[src/cpu_pkg.sv]
`default_nettype none

package cpu_pkg;

   localparam int BUS_ADDRESS_WIDTH = 20;    // byte address width of the external bus.
   localparam int BUS_DATA_WIDTH_SHIFT = 4;  // log2 of the bus width in bytes.
   localparam int BUS_DATA_WIDTH = (2 ** BUS_DATA_WIDTH_SHIFT) * 8;

   localparam int ICACHE_LINES = 16;
   localparam int ICACHE_INDEX_WIDTH = $clog2(ICACHE_LINES);
   localparam int ICACHE_TAG_WIDTH =
      BUS_ADDRESS_WIDTH - BUS_DATA_WIDTH_SHIFT - ICACHE_INDEX_WIDTH;

   localparam int ROM_WORDS = 16;
   localparam int ROM_ADDR_WIDTH = $clog2(ROM_WORDS);
   localparam logic [31:0] ROM_LIMIT = ROM_WORDS * 4;  // pcs below this come from the rom.

   localparam int IQ_DEPTH = 4;
   localparam int IQ_PTR_WIDTH = $clog2(IQ_DEPTH);

   localparam logic [6:0] OPC_OP     = 7'b0110011;
   localparam logic [6:0] OPC_OP_IMM = 7'b0010011;
   localparam logic [6:0] OPC_LOAD   = 7'b0000011;
   localparam logic [6:0] OPC_STORE  = 7'b0100011;
   localparam logic [6:0] OPC_BRANCH = 7'b1100011;
   localparam logic [6:0] OPC_JAL    = 7'b1101111;
   localparam logic [6:0] OPC_LUI    = 7'b0110111;

   typedef enum logic [2:0] {
      CLS_ALU,
      CLS_ALU_IMM,
      CLS_LOAD,
      CLS_STORE,
      CLS_BRANCH,
      CLS_JAL,
      CLS_LUI,
      CLS_OTHER
   } op_class_e;

endpackage

`default_nettype wire
[src/cpu_frontend.sv]
`default_nettype none

module cpu_frontend (
   input  wire clk_i,
   input  wire rst_n_i,

   output logic [cpu_pkg::BUS_ADDRESS_WIDTH-1:cpu_pkg::BUS_DATA_WIDTH_SHIFT] bus_addr_o,
   output logic                                                            bus_valid_o,
   input  wire  [cpu_pkg::BUS_DATA_WIDTH-1:0]                              bus_data_i,
   input  wire                                                             bus_valid_i,

   output logic               dec_valid_o,
   output logic [31:0]        dec_pc_o,
   output cpu_pkg::op_class_e dec_class_o,
   output logic [4:0]         dec_rd_o,
   output logic [4:0]         dec_rs1_o,
   output logic [4:0]         dec_rs2_o,
   output logic [31:0]        dec_imm_o
);

   logic        iq_full;
   logic        iq_push;
   logic [31:0] iq_push_instr;
   logic [31:0] iq_push_pc;
   logic        iq_flush;
   logic        iq_empty;
   logic [31:0] iq_head_instr;
   logic [31:0] iq_head_pc;
   logic        iq_pop;
   logic        redirect;
   logic [31:0] redirect_pc;

   fetch_unit fetch (
      .clk_i           (clk_i),
      .rst_n_i         (rst_n_i),
      .bus_addr_o      (bus_addr_o),
      .bus_valid_o     (bus_valid_o),
      .bus_data_i      (bus_data_i),
      .bus_valid_i     (bus_valid_i),
      .iq_full_i       (iq_full),
      .iq_push_o       (iq_push),
      .iq_push_instr_o (iq_push_instr),
      .iq_push_pc_o    (iq_push_pc),
      .iq_flush_o      (iq_flush),
      .redirect_i      (redirect),
      .redirect_pc_i   (redirect_pc)
   );

   instr_queue iq (
      .clk_i        (clk_i),
      .rst_n_i      (rst_n_i),
      .push_i       (iq_push),
      .push_instr_i (iq_push_instr),
      .push_pc_i    (iq_push_pc),
      .pop_i        (iq_pop),
      .flush_i      (iq_flush),
      .full_o       (iq_full),
      .empty_o      (iq_empty),
      .head_instr_o (iq_head_instr),
      .head_pc_o    (iq_head_pc)
   );

   instr_decoder decoder (
      .clk_i         (clk_i),
      .rst_n_i       (rst_n_i),
      .empty_i       (iq_empty),
      .head_instr_i  (iq_head_instr),
      .head_pc_i     (iq_head_pc),
      .pop_o         (iq_pop),
      .redirect_o    (redirect),
      .redirect_pc_o (redirect_pc),
      .dec_valid_o   (dec_valid_o),
      .dec_pc_o      (dec_pc_o),
      .dec_class_o   (dec_class_o),
      .dec_rd_o      (dec_rd_o),
      .dec_rs1_o     (dec_rs1_o),
      .dec_rs2_o     (dec_rs2_o),
      .dec_imm_o     (dec_imm_o)
   );

endmodule

`default_nettype wire

[src/instr_decoder.sv]
`default_nettype none

module instr_decoder (
   input  wire         clk_i,
   input  wire         rst_n_i,

   input  wire         empty_i,
   input  wire  [31:0] head_instr_i,
   input  wire  [31:0] head_pc_i,
   output logic        pop_o,

   output logic        redirect_o,
   output logic [31:0] redirect_pc_o,

   output logic               dec_valid_o,
   output logic [31:0]        dec_pc_o,
   output cpu_pkg::op_class_e dec_class_o,
   output logic [4:0]         dec_rd_o,
   output logic [4:0]         dec_rs1_o,
   output logic [4:0]         dec_rs2_o,
   output logic [31:0]        dec_imm_o
);

   logic [6:0]         opcode;
   cpu_pkg::op_class_e cls;
   logic [31:0]        imm_i;
   logic [31:0]        imm_s;
   logic [31:0]        imm_b;
   logic [31:0]        imm_j;
   logic [31:0]        imm_u;
   logic [31:0]        imm;

   assign opcode = head_instr_i[6:0];

   assign imm_i = {{20{head_instr_i[31]}}, head_instr_i[31:20]};
   assign imm_s = {{20{head_instr_i[31]}}, head_instr_i[31:25], head_instr_i[11:7]};
   assign imm_b = {{19{head_instr_i[31]}}, head_instr_i[31], head_instr_i[7],
                   head_instr_i[30:25], head_instr_i[11:8], 1'b0};
   assign imm_j = {{11{head_instr_i[31]}}, head_instr_i[31], head_instr_i[19:12],
                   head_instr_i[20], head_instr_i[30:21], 1'b0};
   assign imm_u = {head_instr_i[31:12], 12'b0};

   always_comb begin
      case (opcode)
         cpu_pkg::OPC_OP:     cls = cpu_pkg::CLS_ALU;
         cpu_pkg::OPC_OP_IMM: cls = cpu_pkg::CLS_ALU_IMM;
         cpu_pkg::OPC_LOAD:   cls = cpu_pkg::CLS_LOAD;
         cpu_pkg::OPC_STORE:  cls = cpu_pkg::CLS_STORE;
         cpu_pkg::OPC_BRANCH: cls = cpu_pkg::CLS_BRANCH;
         cpu_pkg::OPC_JAL:    cls = cpu_pkg::CLS_JAL;
         cpu_pkg::OPC_LUI:    cls = cpu_pkg::CLS_LUI;
         default:             cls = cpu_pkg::CLS_OTHER;
      endcase
   end

   always_comb begin
      case (cls)
         cpu_pkg::CLS_ALU_IMM,
         cpu_pkg::CLS_LOAD:   imm = imm_i;
         cpu_pkg::CLS_STORE:  imm = imm_s;
         cpu_pkg::CLS_BRANCH: imm = imm_b;
         cpu_pkg::CLS_JAL:    imm = imm_j;
         cpu_pkg::CLS_LUI:    imm = imm_u;
         default:             imm = '0;  // register ops carry no immediate.
      endcase
   end

   // nothing is taken while a redirect flushes the queue.
   assign pop_o = ~empty_i & ~redirect_o;

   always_ff @(posedge clk_i) begin
      if (!rst_n_i) begin
         dec_valid_o <= 1'b0;
         redirect_o <= 1'b0;
      end else begin
         dec_valid_o <= pop_o;
         redirect_o <= pop_o & (cls == cpu_pkg::CLS_JAL);
      end
   end

   always_ff @(posedge clk_i) begin
      if (pop_o) begin
         dec_pc_o <= head_pc_i;
         dec_class_o <= cls;
         dec_rd_o <= head_instr_i[11:7];
         dec_rs1_o <= head_instr_i[19:15];
         dec_rs2_o <= head_instr_i[24:20];
         dec_imm_o <= imm;
         redirect_pc_o <= head_pc_i + imm_j;
      end
   end

endmodule

`default_nettype wire

[src/instr_queue.sv]
`default_nettype none

module instr_queue (
   input  wire         clk_i,
   input  wire         rst_n_i,

   input  wire         push_i,
   input  wire  [31:0] push_instr_i,
   input  wire  [31:0] push_pc_i,
   input  wire         pop_i,
   input  wire         flush_i,

   output logic        full_o,
   output logic        empty_o,
   output logic [31:0] head_instr_o,
   output logic [31:0] head_pc_o
);

   logic [31:0] instr_mem [cpu_pkg::IQ_DEPTH];
   logic [31:0] pc_mem [cpu_pkg::IQ_DEPTH];

   logic [cpu_pkg::IQ_PTR_WIDTH-1:0] wr_ptr_q;
   logic [cpu_pkg::IQ_PTR_WIDTH-1:0] rd_ptr_q;
   logic [cpu_pkg::IQ_PTR_WIDTH:0]   count_q;
   logic                             do_push;
   logic                             do_pop;

   assign full_o = count_q == (cpu_pkg::IQ_PTR_WIDTH + 1)'(cpu_pkg::IQ_DEPTH);
   assign empty_o = count_q == '0;
   assign do_push = push_i & ~full_o;
   assign do_pop = pop_i & ~empty_o;

   assign head_instr_o = instr_mem[rd_ptr_q];
   assign head_pc_o = pc_mem[rd_ptr_q];

   always_ff @(posedge clk_i) begin
      if (do_push) begin
         instr_mem[wr_ptr_q] <= push_instr_i;
         pc_mem[wr_ptr_q] <= push_pc_i;
      end
   end

   // the depth is a power of two, so the pointers wrap by themselves.
   always_ff @(posedge clk_i) begin
      if (!rst_n_i || flush_i) begin
         wr_ptr_q <= '0;
         rd_ptr_q <= '0;
         count_q <= '0;
      end else begin
         if (do_push) wr_ptr_q <= wr_ptr_q + 1'b1;
         if (do_pop) rd_ptr_q <= rd_ptr_q + 1'b1;
         case ({do_push, do_pop})
            2'b10:   count_q <= count_q + 1'b1;
            2'b01:   count_q <= count_q - 1'b1;
            default: count_q <= count_q;  // both or neither leave the count alone.
         endcase
      end
   end

endmodule

`default_nettype wire

[src/fetch_unit.sv]
`default_nettype none

module fetch_unit (
   input  wire         clk_i,
   input  wire         rst_n_i,

   output logic [cpu_pkg::BUS_ADDRESS_WIDTH-1:cpu_pkg::BUS_DATA_WIDTH_SHIFT] bus_addr_o,
   output logic                                                            bus_valid_o,
   input  wire  [cpu_pkg::BUS_DATA_WIDTH-1:0]                              bus_data_i,
   input  wire                                                             bus_valid_i,

   input  wire         iq_full_i,
   output logic        iq_push_o,
   output logic [31:0] iq_push_instr_o,
   output logic [31:0] iq_push_pc_o,
   output logic        iq_flush_o,

   input  wire         redirect_i,
   input  wire  [31:0] redirect_pc_i
);

   logic [31:0] pc_q;
   logic        use_rom;
   logic        src_ready;
   logic [31:0] rom_data;
   logic [31:0] icache_data;
   logic        icache_ready_n;

   // the source is picked from the address and the rom always answers at once.
   assign use_rom = pc_q < cpu_pkg::ROM_LIMIT;
   assign src_ready = use_rom | icache_ready_n;

   assign iq_push_instr_o = use_rom ? rom_data : icache_data;
   assign iq_push_pc_o = pc_q;
   assign iq_push_o = src_ready & ~iq_full_i & ~redirect_i;
   assign iq_flush_o = redirect_i;  // words fetched past the jump are dropped.

   always_ff @(posedge clk_i) begin
      if (!rst_n_i) begin
         pc_q <= '0;
      end else if (redirect_i) begin
         pc_q <= redirect_pc_i;
      end else if (iq_push_o) begin
         pc_q <= pc_q + 32'd4;
      end
   end

   instr_cache icache (
      .clk_i       (clk_i),
      .rst_n_i     (rst_n_i),
      .addr_i      (pc_q[31:2]),
      .data_o      (icache_data),
      .ready_n_o   (icache_ready_n),
      .bus_addr_o  (bus_addr_o),
      .bus_valid_o (bus_valid_o),
      .bus_data_i  (bus_data_i),
      .bus_valid_i (bus_valid_i)
   );

   internal_rom rom (
      .addr_i (pc_q[cpu_pkg::ROM_ADDR_WIDTH+1:2]),
      .data_o (rom_data)
   );

endmodule

`default_nettype wire

[src/instr_cache.sv]
`default_nettype none

module instr_cache (
   input  wire         clk_i,
   input  wire         rst_n_i,

   input  wire  [31:2] addr_i,
   output logic [31:0] data_o,
   output logic        ready_n_o,

   output logic [cpu_pkg::BUS_ADDRESS_WIDTH-1:cpu_pkg::BUS_DATA_WIDTH_SHIFT] bus_addr_o,
   output logic                                                            bus_valid_o,
   input  wire  [cpu_pkg::BUS_DATA_WIDTH-1:0]                              bus_data_i,
   input  wire                                                             bus_valid_i
);

   logic [cpu_pkg::ICACHE_LINES-1:0]     valid_q;
   logic [cpu_pkg::ICACHE_TAG_WIDTH-1:0] tag_q [cpu_pkg::ICACHE_LINES];
   logic [cpu_pkg::BUS_DATA_WIDTH-1:0]   line_q [cpu_pkg::ICACHE_LINES];

   logic [cpu_pkg::ICACHE_INDEX_WIDTH-1:0]   index;
   logic [cpu_pkg::ICACHE_TAG_WIDTH-1:0]     tag;
   logic [cpu_pkg::BUS_DATA_WIDTH_SHIFT-3:0] word_sel;
   logic                                     hit;
   logic                                     in_region;
   logic                                     need_fill;

   logic                                                            req_q;
   logic [cpu_pkg::BUS_ADDRESS_WIDTH-1:cpu_pkg::BUS_DATA_WIDTH_SHIFT] req_addr_q;
   logic [cpu_pkg::ICACHE_INDEX_WIDTH-1:0]                          fill_index;
   logic [cpu_pkg::ICACHE_TAG_WIDTH-1:0]                            fill_tag;

   // split the word address into tag, line index and word within the line.
   assign index = addr_i[cpu_pkg::BUS_DATA_WIDTH_SHIFT +: cpu_pkg::ICACHE_INDEX_WIDTH];
   assign tag = addr_i[cpu_pkg::BUS_DATA_WIDTH_SHIFT + cpu_pkg::ICACHE_INDEX_WIDTH +:
                       cpu_pkg::ICACHE_TAG_WIDTH];
   assign word_sel = addr_i[cpu_pkg::BUS_DATA_WIDTH_SHIFT-1:2];

   assign hit = valid_q[index] & (tag_q[index] == tag);
   assign in_region = {addr_i, 2'b00} >= cpu_pkg::ROM_LIMIT;  // the rom region never refills.
   assign need_fill = in_region & ~hit;

   assign data_o = line_q[index][word_sel * 32 +: 32];
   assign ready_n_o = hit;  // stays low until the refilled line is visible.

   // the outstanding request carries the line that gets written on return.
   assign fill_index = req_addr_q[cpu_pkg::BUS_DATA_WIDTH_SHIFT +: cpu_pkg::ICACHE_INDEX_WIDTH];
   assign fill_tag = req_addr_q[cpu_pkg::BUS_DATA_WIDTH_SHIFT + cpu_pkg::ICACHE_INDEX_WIDTH +:
                                cpu_pkg::ICACHE_TAG_WIDTH];

   assign bus_valid_o = req_q;
   assign bus_addr_o = req_addr_q;

   // miss/refill controller with one request in flight at a time.
   always_ff @(posedge clk_i) begin
      if (!rst_n_i) begin
         req_q <= 1'b0;
         valid_q <= '0;
      end else if (req_q) begin
         if (bus_valid_i) begin
            req_q <= 1'b0;
            valid_q[fill_index] <= 1'b1;
         end
      end else if (need_fill) begin
         req_q <= 1'b1;
      end
   end

   always_ff @(posedge clk_i) begin
      if (!req_q && need_fill) begin
         req_addr_q <= addr_i[cpu_pkg::BUS_ADDRESS_WIDTH-1:cpu_pkg::BUS_DATA_WIDTH_SHIFT];
      end
      if (req_q && bus_valid_i) begin
         tag_q[fill_index] <= fill_tag;
         line_q[fill_index] <= bus_data_i;
      end
   end

endmodule

`default_nettype wire

[src/internal_rom.sv]
`default_nettype none

module internal_rom (
   input  wire [cpu_pkg::ROM_ADDR_WIDTH-1:0] addr_i,
   output logic [31:0]                       data_o
);

   // the boot program ends in a jump into the cached region.
   always_comb begin
      case (addr_i)
         4'd0:    data_o = 32'h00500093;  // addi x1, x0, 5.
         4'd1:    data_o = 32'h12345137;  // lui  x2, 0x12345.
         4'd2:    data_o = 32'h002081b3;  // add  x3, x1, x2.
         4'd3:    data_o = 32'h0080a203;  // lw   x4, 8(x1).
         4'd4:    data_o = 32'h00312623;  // sw   x3, 12(x2).
         4'd5:    data_o = 32'h0ec000ef;  // jal  x1, 0x100.
         default: data_o = 32'h00000013;  // nop.
      endcase
   end

endmodule

`default_nettype wire

[config.mk]
export PLATFORM = sky130hd
export DESIGN_NAME = cpu_frontend
export DESIGN_NICKNAME = d
export VERILOG_FILES = /design/src/cpu_pkg.sv /design/src/cpu_frontend.sv /design/src/instr_decoder.sv /design/src/instr_queue.sv /design/src/fetch_unit.sv /design/src/instr_cache.sv /design/src/internal_rom.sv
export SDC_FILE = /design/constraint.sdc
export NUM_CORES = 2
export LEC_CHECK = 0
export ABC_AREA = 0
export BUFFER_PORTS_ARGS = -buffer_cell sky130_fd_sc_hd__buf_2
export CORE_UTILIZATION = 25
export CTS_CLUSTER_DIAMETER = 200
export DETAILED_ROUTE_END_ITERATION = 8
export GPL_ROUTABILITY_DRIVEN = 1
export PLACE_DENSITY = 0.38
export SKIP_CTS_REPAIR_TIMING = 1
export SKIP_LAST_GASP = 1
export SLEW_MARGIN = 0
export SYNTH_ARGS = -nofsm -noshare
export SYNTH_HDL_FRONTEND = slang
export SYNTH_SLANG_ARGS = --single-unit
export TNS_END_PERCENT = 100
[constraint.sdc]
create_clock -name clk_i -period 32.7 [get_ports clk_i]
set_clock_uncertainty 0.15 [all_clocks]
set_input_delay 3.27 -clock clk_i [delete_from_list [all_inputs] [get_ports clk_i]]
set_output_delay 3.27 -clock clk_i [all_outputs]
set_load 0.005 [all_outputs]
After elaboration in Yosys (flattened, before gate mapping) --
Memories as Yosys holds them, arrays and structs flattened. A register that Yosys moved wholly into a read port is not among the register bits. Index checks and enable logic that the tools add are counted.
Word-level totals: bits in registers 188, RAM bits 2496, bits of input ports 131, output and inout bits 100, word-level logic and storage cells 106, memories kept 4
Memory list:
- fetch.icache.line_q | depth 16, width 128, read ports 1, clocked after memory_dff 1, wr ports 1, RTL line instr_cache.sv:19 | logic [cpu_pkg::BUS_DATA_WIDTH-1:0] line_q [cpu_pkg::ICACHE_LINES];
- fetch.icache.tag_q | depth 16, width 12, read ports 1, clocked after memory_dff 1, wr ports 1, RTL line instr_cache.sv:18 | logic [cpu_pkg::ICACHE_TAG_WIDTH-1:0] tag_q [cpu_pkg::ICACHE_LINES];
- iq.instr_mem | depth 4, width 32, read ports 1, clocked after memory_dff 1, wr ports 1, RTL line instr_queue.sv:19 | logic [31:0] instr_mem [cpu_pkg::IQ_DEPTH];
- iq.pc_mem | depth 4, width 32, read ports 1, clocked after memory_dff 1, wr ports 1, RTL line instr_queue.sv:20 | logic [31:0] pc_mem [cpu_pkg::IQ_DEPTH];
Cells by class: $add $sub $neg 6, magnitude comparators 5, equal/unequal tests 22, shifts and indexed selects 1, mux-type cells 26, bitwise logic cells 14, reduce and logical (&&, ||, !) cells 12
Operators by type and width (count):
- $pmux 29 s6 | 1
- $pmux 32 s5 | 1
- $shiftx 128x8->32 | 1
- $mux 32 | 3
- $add 32x3->32 const B | 1
- $add 32x32->32 | 1
- $ge 32x7->1 const B | 1
- $lt 32x7->1 const B | 1
- $eq 7x6->1 const B | 3
- $pmux 3 s7 | 1
- $mux 4 | 4
- $or 16x16->16 | 1
- $eq 7x7->1 const B | 2
- $eq 12x12->1 | 1
- $eq 3x3->1 const B | 4
- $lt 4x5->1 const B | 2
- $mux 1 | 9
- $and 1x1->1 | 8
- $eq 4x2->1 const B | 2
- $eq 4x3->1 const B | 2
- $mux 2 | 4
- $eq 7x2->1 const B | 1
- $eq 7x5->1 const B | 1
- $eq 3x2->1 const B | 2
- other kinds (21) | 29

Logic depth before layout (Yosys ltp) --
depth after elaboration 10, mapped depth 18, depth with buffers taken out 14

By module --
A second synthesis with hierarchy kept.
Unflattened totals: cell total of the unflattened synthesis 5022, area, all modules 105134.6 um2
Modules (own cells, without submodules):
- instr_cache | times used 1, cells an instance 3855, area an instance 86955.9 um2, sequential area each 68085.3 um2
- instr_queue | times used 1, cells an instance 389, area an instance 9788.1 um2, sequential area each 7867.5 um2
- instr_decoder | times used 1, cells an instance 439, area an instance 5696.7 um2, sequential area each 3433.3 um2
- fetch_unit | times used 1, cells an instance 287, area an instance 2352.3 um2, sequential area each 640.6 um2
- internal_rom | times used 1, cells an instance 52, area an instance 341.6 um2, sequential area each 0.0 um2

Worst setup path before layout --
Ideal clock, no wire load.
path type input port to flip-flop, from input bus_valid_i, to memory fetch.icache.line_q[0][0] in the netlist's numbering, enable pin, setup time 813 ps, arrival time 13188 ps, required time 31737 ps, path slack 18549 ps, cell stages on the path 3, buffers on the path 0, path through nand2_1 -> or3_1 -> nor3_1
On the way: cells in the longest elaborated chain, start to end 3
RTL lines:
- from (decl) | RTL line cpu_frontend.sv:10 | input wire bus_valid_i,
- $logic_and 1x1->1 | RTL line instr_cache.sv:73 | if (req_q && bus_valid_i) begin
- $mux 1 | RTL line instr_cache.sv:73
- $mux 1 (implied by the code) | RTL line instr_cache.sv:75 | line_q[fill_index] <= bus_data_i;
- to (decl) | RTL line instr_cache.sv:19
No other way between the ends.

==> results.sh <==
export IMPL_gp_congestion=0.729
export IMPL_p_per_area_nw_per_um2=74.4
export IMPL_max_freq_mhz=142
export IMPL_slew_viol_final=0
export IMPL_slowest_stage="nor2_4"
export IMPL_ir_drop_mv=0.0587
export IMPL_io_pins=231
export IMPL_seq_area_frac_synth_pct=77.3
export IMPL_syn_inst=4464
export IMPL_crit_path_frequent_cell="buf_4"
export IMPL_startpoint_type="flop"
export IMPL_netlist_top_cell_by_area="edfxtp_1"
export IMPL_synth_top_area_share_pct=76.1
export IMPL_vias=48186
export IMPL_final_cell_count_no_fill=10625
export IMPL_worstSetupEndpointType="flop"
export IMPL_ys_async_sr_fraction_pct=0
export IMPL_die_x_um=646
export IMPL_first_pass_iters=5
export IMPL_fill_cells=40050
export IMPL_dp_final_hpwl_um=170000
export IMPL_overflow=0
export IMPL_h_tree_depth=5
export IMPL_rows=236
export IMPL_clockBufferDepth=4
export IMPL_cts_root_buf="clkbuf_16"
export IMPL_hold_violations=0
export IMPL_path_class="reg -> reg"
export IMPL_cp_buffers_inverters=3
export IMPL_p_leak_nw=36.6
export IMPL_detail_route_antenna_nets=0
export IMPL_clkLatencyLatePin_ns=0.89
export IMPL_first_global_vias=51132
export IMPL_cp_depth=12
export IMPL_grt_pass1_wl_um=423000
export IMPL_final_util_pct=29.4
export IMPL_critPathMaxStageDelay_ns=0.91
export IMPL_drive_gt1_share_pct=30.7
export IMPL_grt_usage_pct=14.4
export IMPL_cts_made_buffers=308
export IMPL_rr_worst_depth=12
export IMPL_ff_latch_area_um2=80100
export IMPL_vias_per_cell=4.54
export IMPL_cts_sinks=2689
export IMPL_port_buffers=230
export IMPL_synthTopCellsByArea="edfxtp_1 76%, mux4_2 17%, dfxtp_1 1.2%"
export IMPL_synth_seq_cells=2689
export IMPL_die_h_um=646
export IMPL_antenna_found_initial=93
export IMPL_crit_required_ns=33.07
export IMPL_synth_edf_count=2625
export IMPL_syn_nets=4636
export IMPL_clk_pin_slew_ns=0.06
export IMPL_synth_distinct_cells=72
export IMPL_maxCapViolations=0
export IMPL_initial_core_util_pct=25.1
export IMPL_crit_fanout=37
export IMPL_floorplan_die_area_um2=417000
export IMPL_path_cells="buf_4 -> buf_4 -> mux2i_1 -> a22o_1 -> or3_1 -> nand3_1 -> nand4_1 -> or4_4 -> o21ai_4 -> nand3_1 -> nor2_4 -> buf_4"
export IMPL_min_period_over_period_pct=21.5
export IMPL_rsz0062_at_grt="false"
export IMPL_nNetsFinal=5073
export IMPL_syn_to_final_growth_pct=17.2
export IMPL_min_path_type="reg -> reg"
export IMPL_crit_arrival_ns=7.39
export IMPL_critPathCapture="iq.pc_mem[1][22]$_DFFE_PP_"
export IMPL_status="finished clean"
export IMPL_wl_per_cell_um=28.5
export IMPL_drc_errors=0
export IMPL_syn_cell_area_um2=104000
export IMPL_slew_headroom_pct=20.8
export IMPL_path_delay_family="simple AND/OR/NAND/NOR gates"
export IMPL_synth_flop_cell="edfxtp_1"
export IMPL_min_period_ns=7.02
export IMPL_setup_viol=0
export IMPL_ys_warn_count=0
export IMPL_multiInputGateArea_um2=22600
export IMPL_tns_ns=0
export IMPL_grt_max_degree=92
export IMPL_avgSynthCellArea_um2=23.2
export IMPL_coreArea_um2=413000
export IMPL_tightest_slew_ns=1.19
export IMPL_tritoncts="yes"
export IMPL_routed_wirelength_um=303000
export IMPL_drt_initial_drc_count=3673
export IMPL_placed_cells=10065
export IMPL_r2r_end="iq.pc_mem[1][22]$_DFFE_PP_"
export IMPL_regToRegSetupSlack_ns=25.68
-- area by class of cell --
cell class | instances | share of cell area (%)
antenna | 9 | 0.0185
clock buffer | 415 | 6.84
clock inverter | 136 | 1.04
inverter | 32 | 0.101
multi-input combinational | 1521 | 18.6
sequential | 2689 | 66.0
tap | 5474 | 5.64
timing repair buffer | 349 | 1.81
-- worst register-to-register path, cell delays in order, from the launching register on --
cell     delay, ns
dfxtp_4       0.70
buf_4         0.70
buf_4         0.97
mux2i_1       0.27
a22o_1        0.26
or3_1         0.40
nand3_1       0.11
nand4_1       0.21
or4_4         0.50
o21ai_4       0.29
nand3_1       0.43
nor2_4        0.92
buf_4         0.70
-- synth_stat cells, types with 32 or more instances --
master	number
a21o_1	32
a21oi_1	39
buf_1	44
buf_2	44
clkbuf_1	119
dfxtp_1	64
edfxtp_1	2625
ha_1	39
mux2i_1	45
mux4_2	762
nand2_1	84
nor2_1	68
o21ai_0	45
-- registers in the layout, indices dropped and copies added (netlist names), named ones only --
name,flops
decoder.dec_rd_o,5
iq.count_q,3
iq.instr_mem,128
fetch.icache.line_q,2048
decoder.dec_valid_o,1
decoder.dec_class_o,3
decoder.dec_pc_o,32
decoder.redirect_pc_o,31
decoder.dec_rs1_o,5
fetch.icache.bus_addr_o,16
iq.rd_ptr_q,2
decoder.redirect_o,1
decoder.dec_imm_o,32
iq.wr_ptr_q,2
fetch.icache.valid_q,16
fetch.icache.tag_q,192
fetch.icache.bus_valid_o,1
iq.pc_mem,128
fetch.iq_push_pc_o,32
decoder.dec_rs2_o,5
-- placed cells by master (no fill, tap or decap), drive strengths merged, types with 16 or more instances in the layout --
cell and count:
a21o 32, a21oi 39, a31oi 20, and2 20
buf 349, bufinv 16, clkbuf 415, clkinv 111
dfxtp 64, edfxtp 2625, ha 39, inv 40
mux2 20, mux2i 45, mux4 762, nand2 84
nand2b 27, nand3 29, nor2 69, nor2b 16
nor3 16, nor4 18, o21a 20, o21ai 46
o311a 18, xnor2 28
-- cell families (layout without fill, tap and decap cells) --
group / Yosys count / count (layout) / synth area share (%)
buf+inv: 254 / 932 / 1.08
flops: 2689 / 2689 / 77.3
compound gates: 264 / 264 / 1.82
simple gates: 346 / 346 / 1.71
other cells: 0 / 9 / 0
mux: 827 / 827 / 17.2
xor+xnor: 43 / 43 / 0.363
fa+ha+maj: 41 / 41 / 0.510
-- power by group --
part | switching, W | internal [W] | total (W)
clock network | 0.00140 | 0.00192 | 0.00331
logic | 0.000930 | 0.000574 | 0.00150
registers | 0.000101 | 0.00412 | 0.00422
total | 0.00243 | 0.00661 | 0.00904
-- layer usage --
layer / vias up / part of all wire [%] / GRT usage [%]
li1: 20071 / - / -
met1: 26585 / 44 / 19.1
met2: 1040 / 50 / 24.9
met3: 470 / 3.8 / 2.03
met4: 20 / 2.1 / 3.02
met5: - / 0.042 / 0
-- how the worst min path moves through the flow --
stage | from | endpoint | slack [ns] | depth (start not counted)
5_1_grt | fetch.icache.valid_q[2]$_SDFFE_PN0P_ | fetch.icache.valid_q[2]$_SDFFE_PN0P_ | 0.33 | 1
3_3_place_gp | fetch.icache.valid_q[3]$_SDFFE_PN0P_ | fetch.icache.valid_q[3]$_SDFFE_PN0P_ | 0.29 | 1
2_1_floorplan | fetch.icache.valid_q[10]$_SDFFE_PN0P_ | fetch.icache.valid_q[10]$_SDFFE_PN0P_ | 0.29 | 1
4_1_cts | fetch.icache.valid_q[2]$_SDFFE_PN0P_ | fetch.icache.valid_q[2]$_SDFFE_PN0P_ | 0.32 | 1
6_report | fetch.icache.valid_q[2]$_SDFFE_PN0P_ | fetch.icache.valid_q[2]$_SDFFE_PN0P_ | 0.31 | 1
3_5_place_dp | fetch.icache.valid_q[2]$_SDFFE_PN0P_ | fetch.icache.valid_q[2]$_SDFFE_PN0P_ | 0.30 | 1
-- per-stage QoR --
stage | worst slack (ns) | hold slack (ns) | power (W) | cell area (µm²)
after floorplan | 18.55 | 0.285 | 0.00519 | 104000
after global placement | 25.25 | 0.291 | 0.00585 | 112000
after detailed placement | 25.24 | 0.301 | 0.00586 | 112000
after CTS | 25.52 | 0.315 | 0.00921 | 121000
after global routing | 25.34 | 0.333 | 0.00943 | 121000
final | 25.68 | 0.312 | 0.00904 | 121000
(Power assumes the default switching activity.)
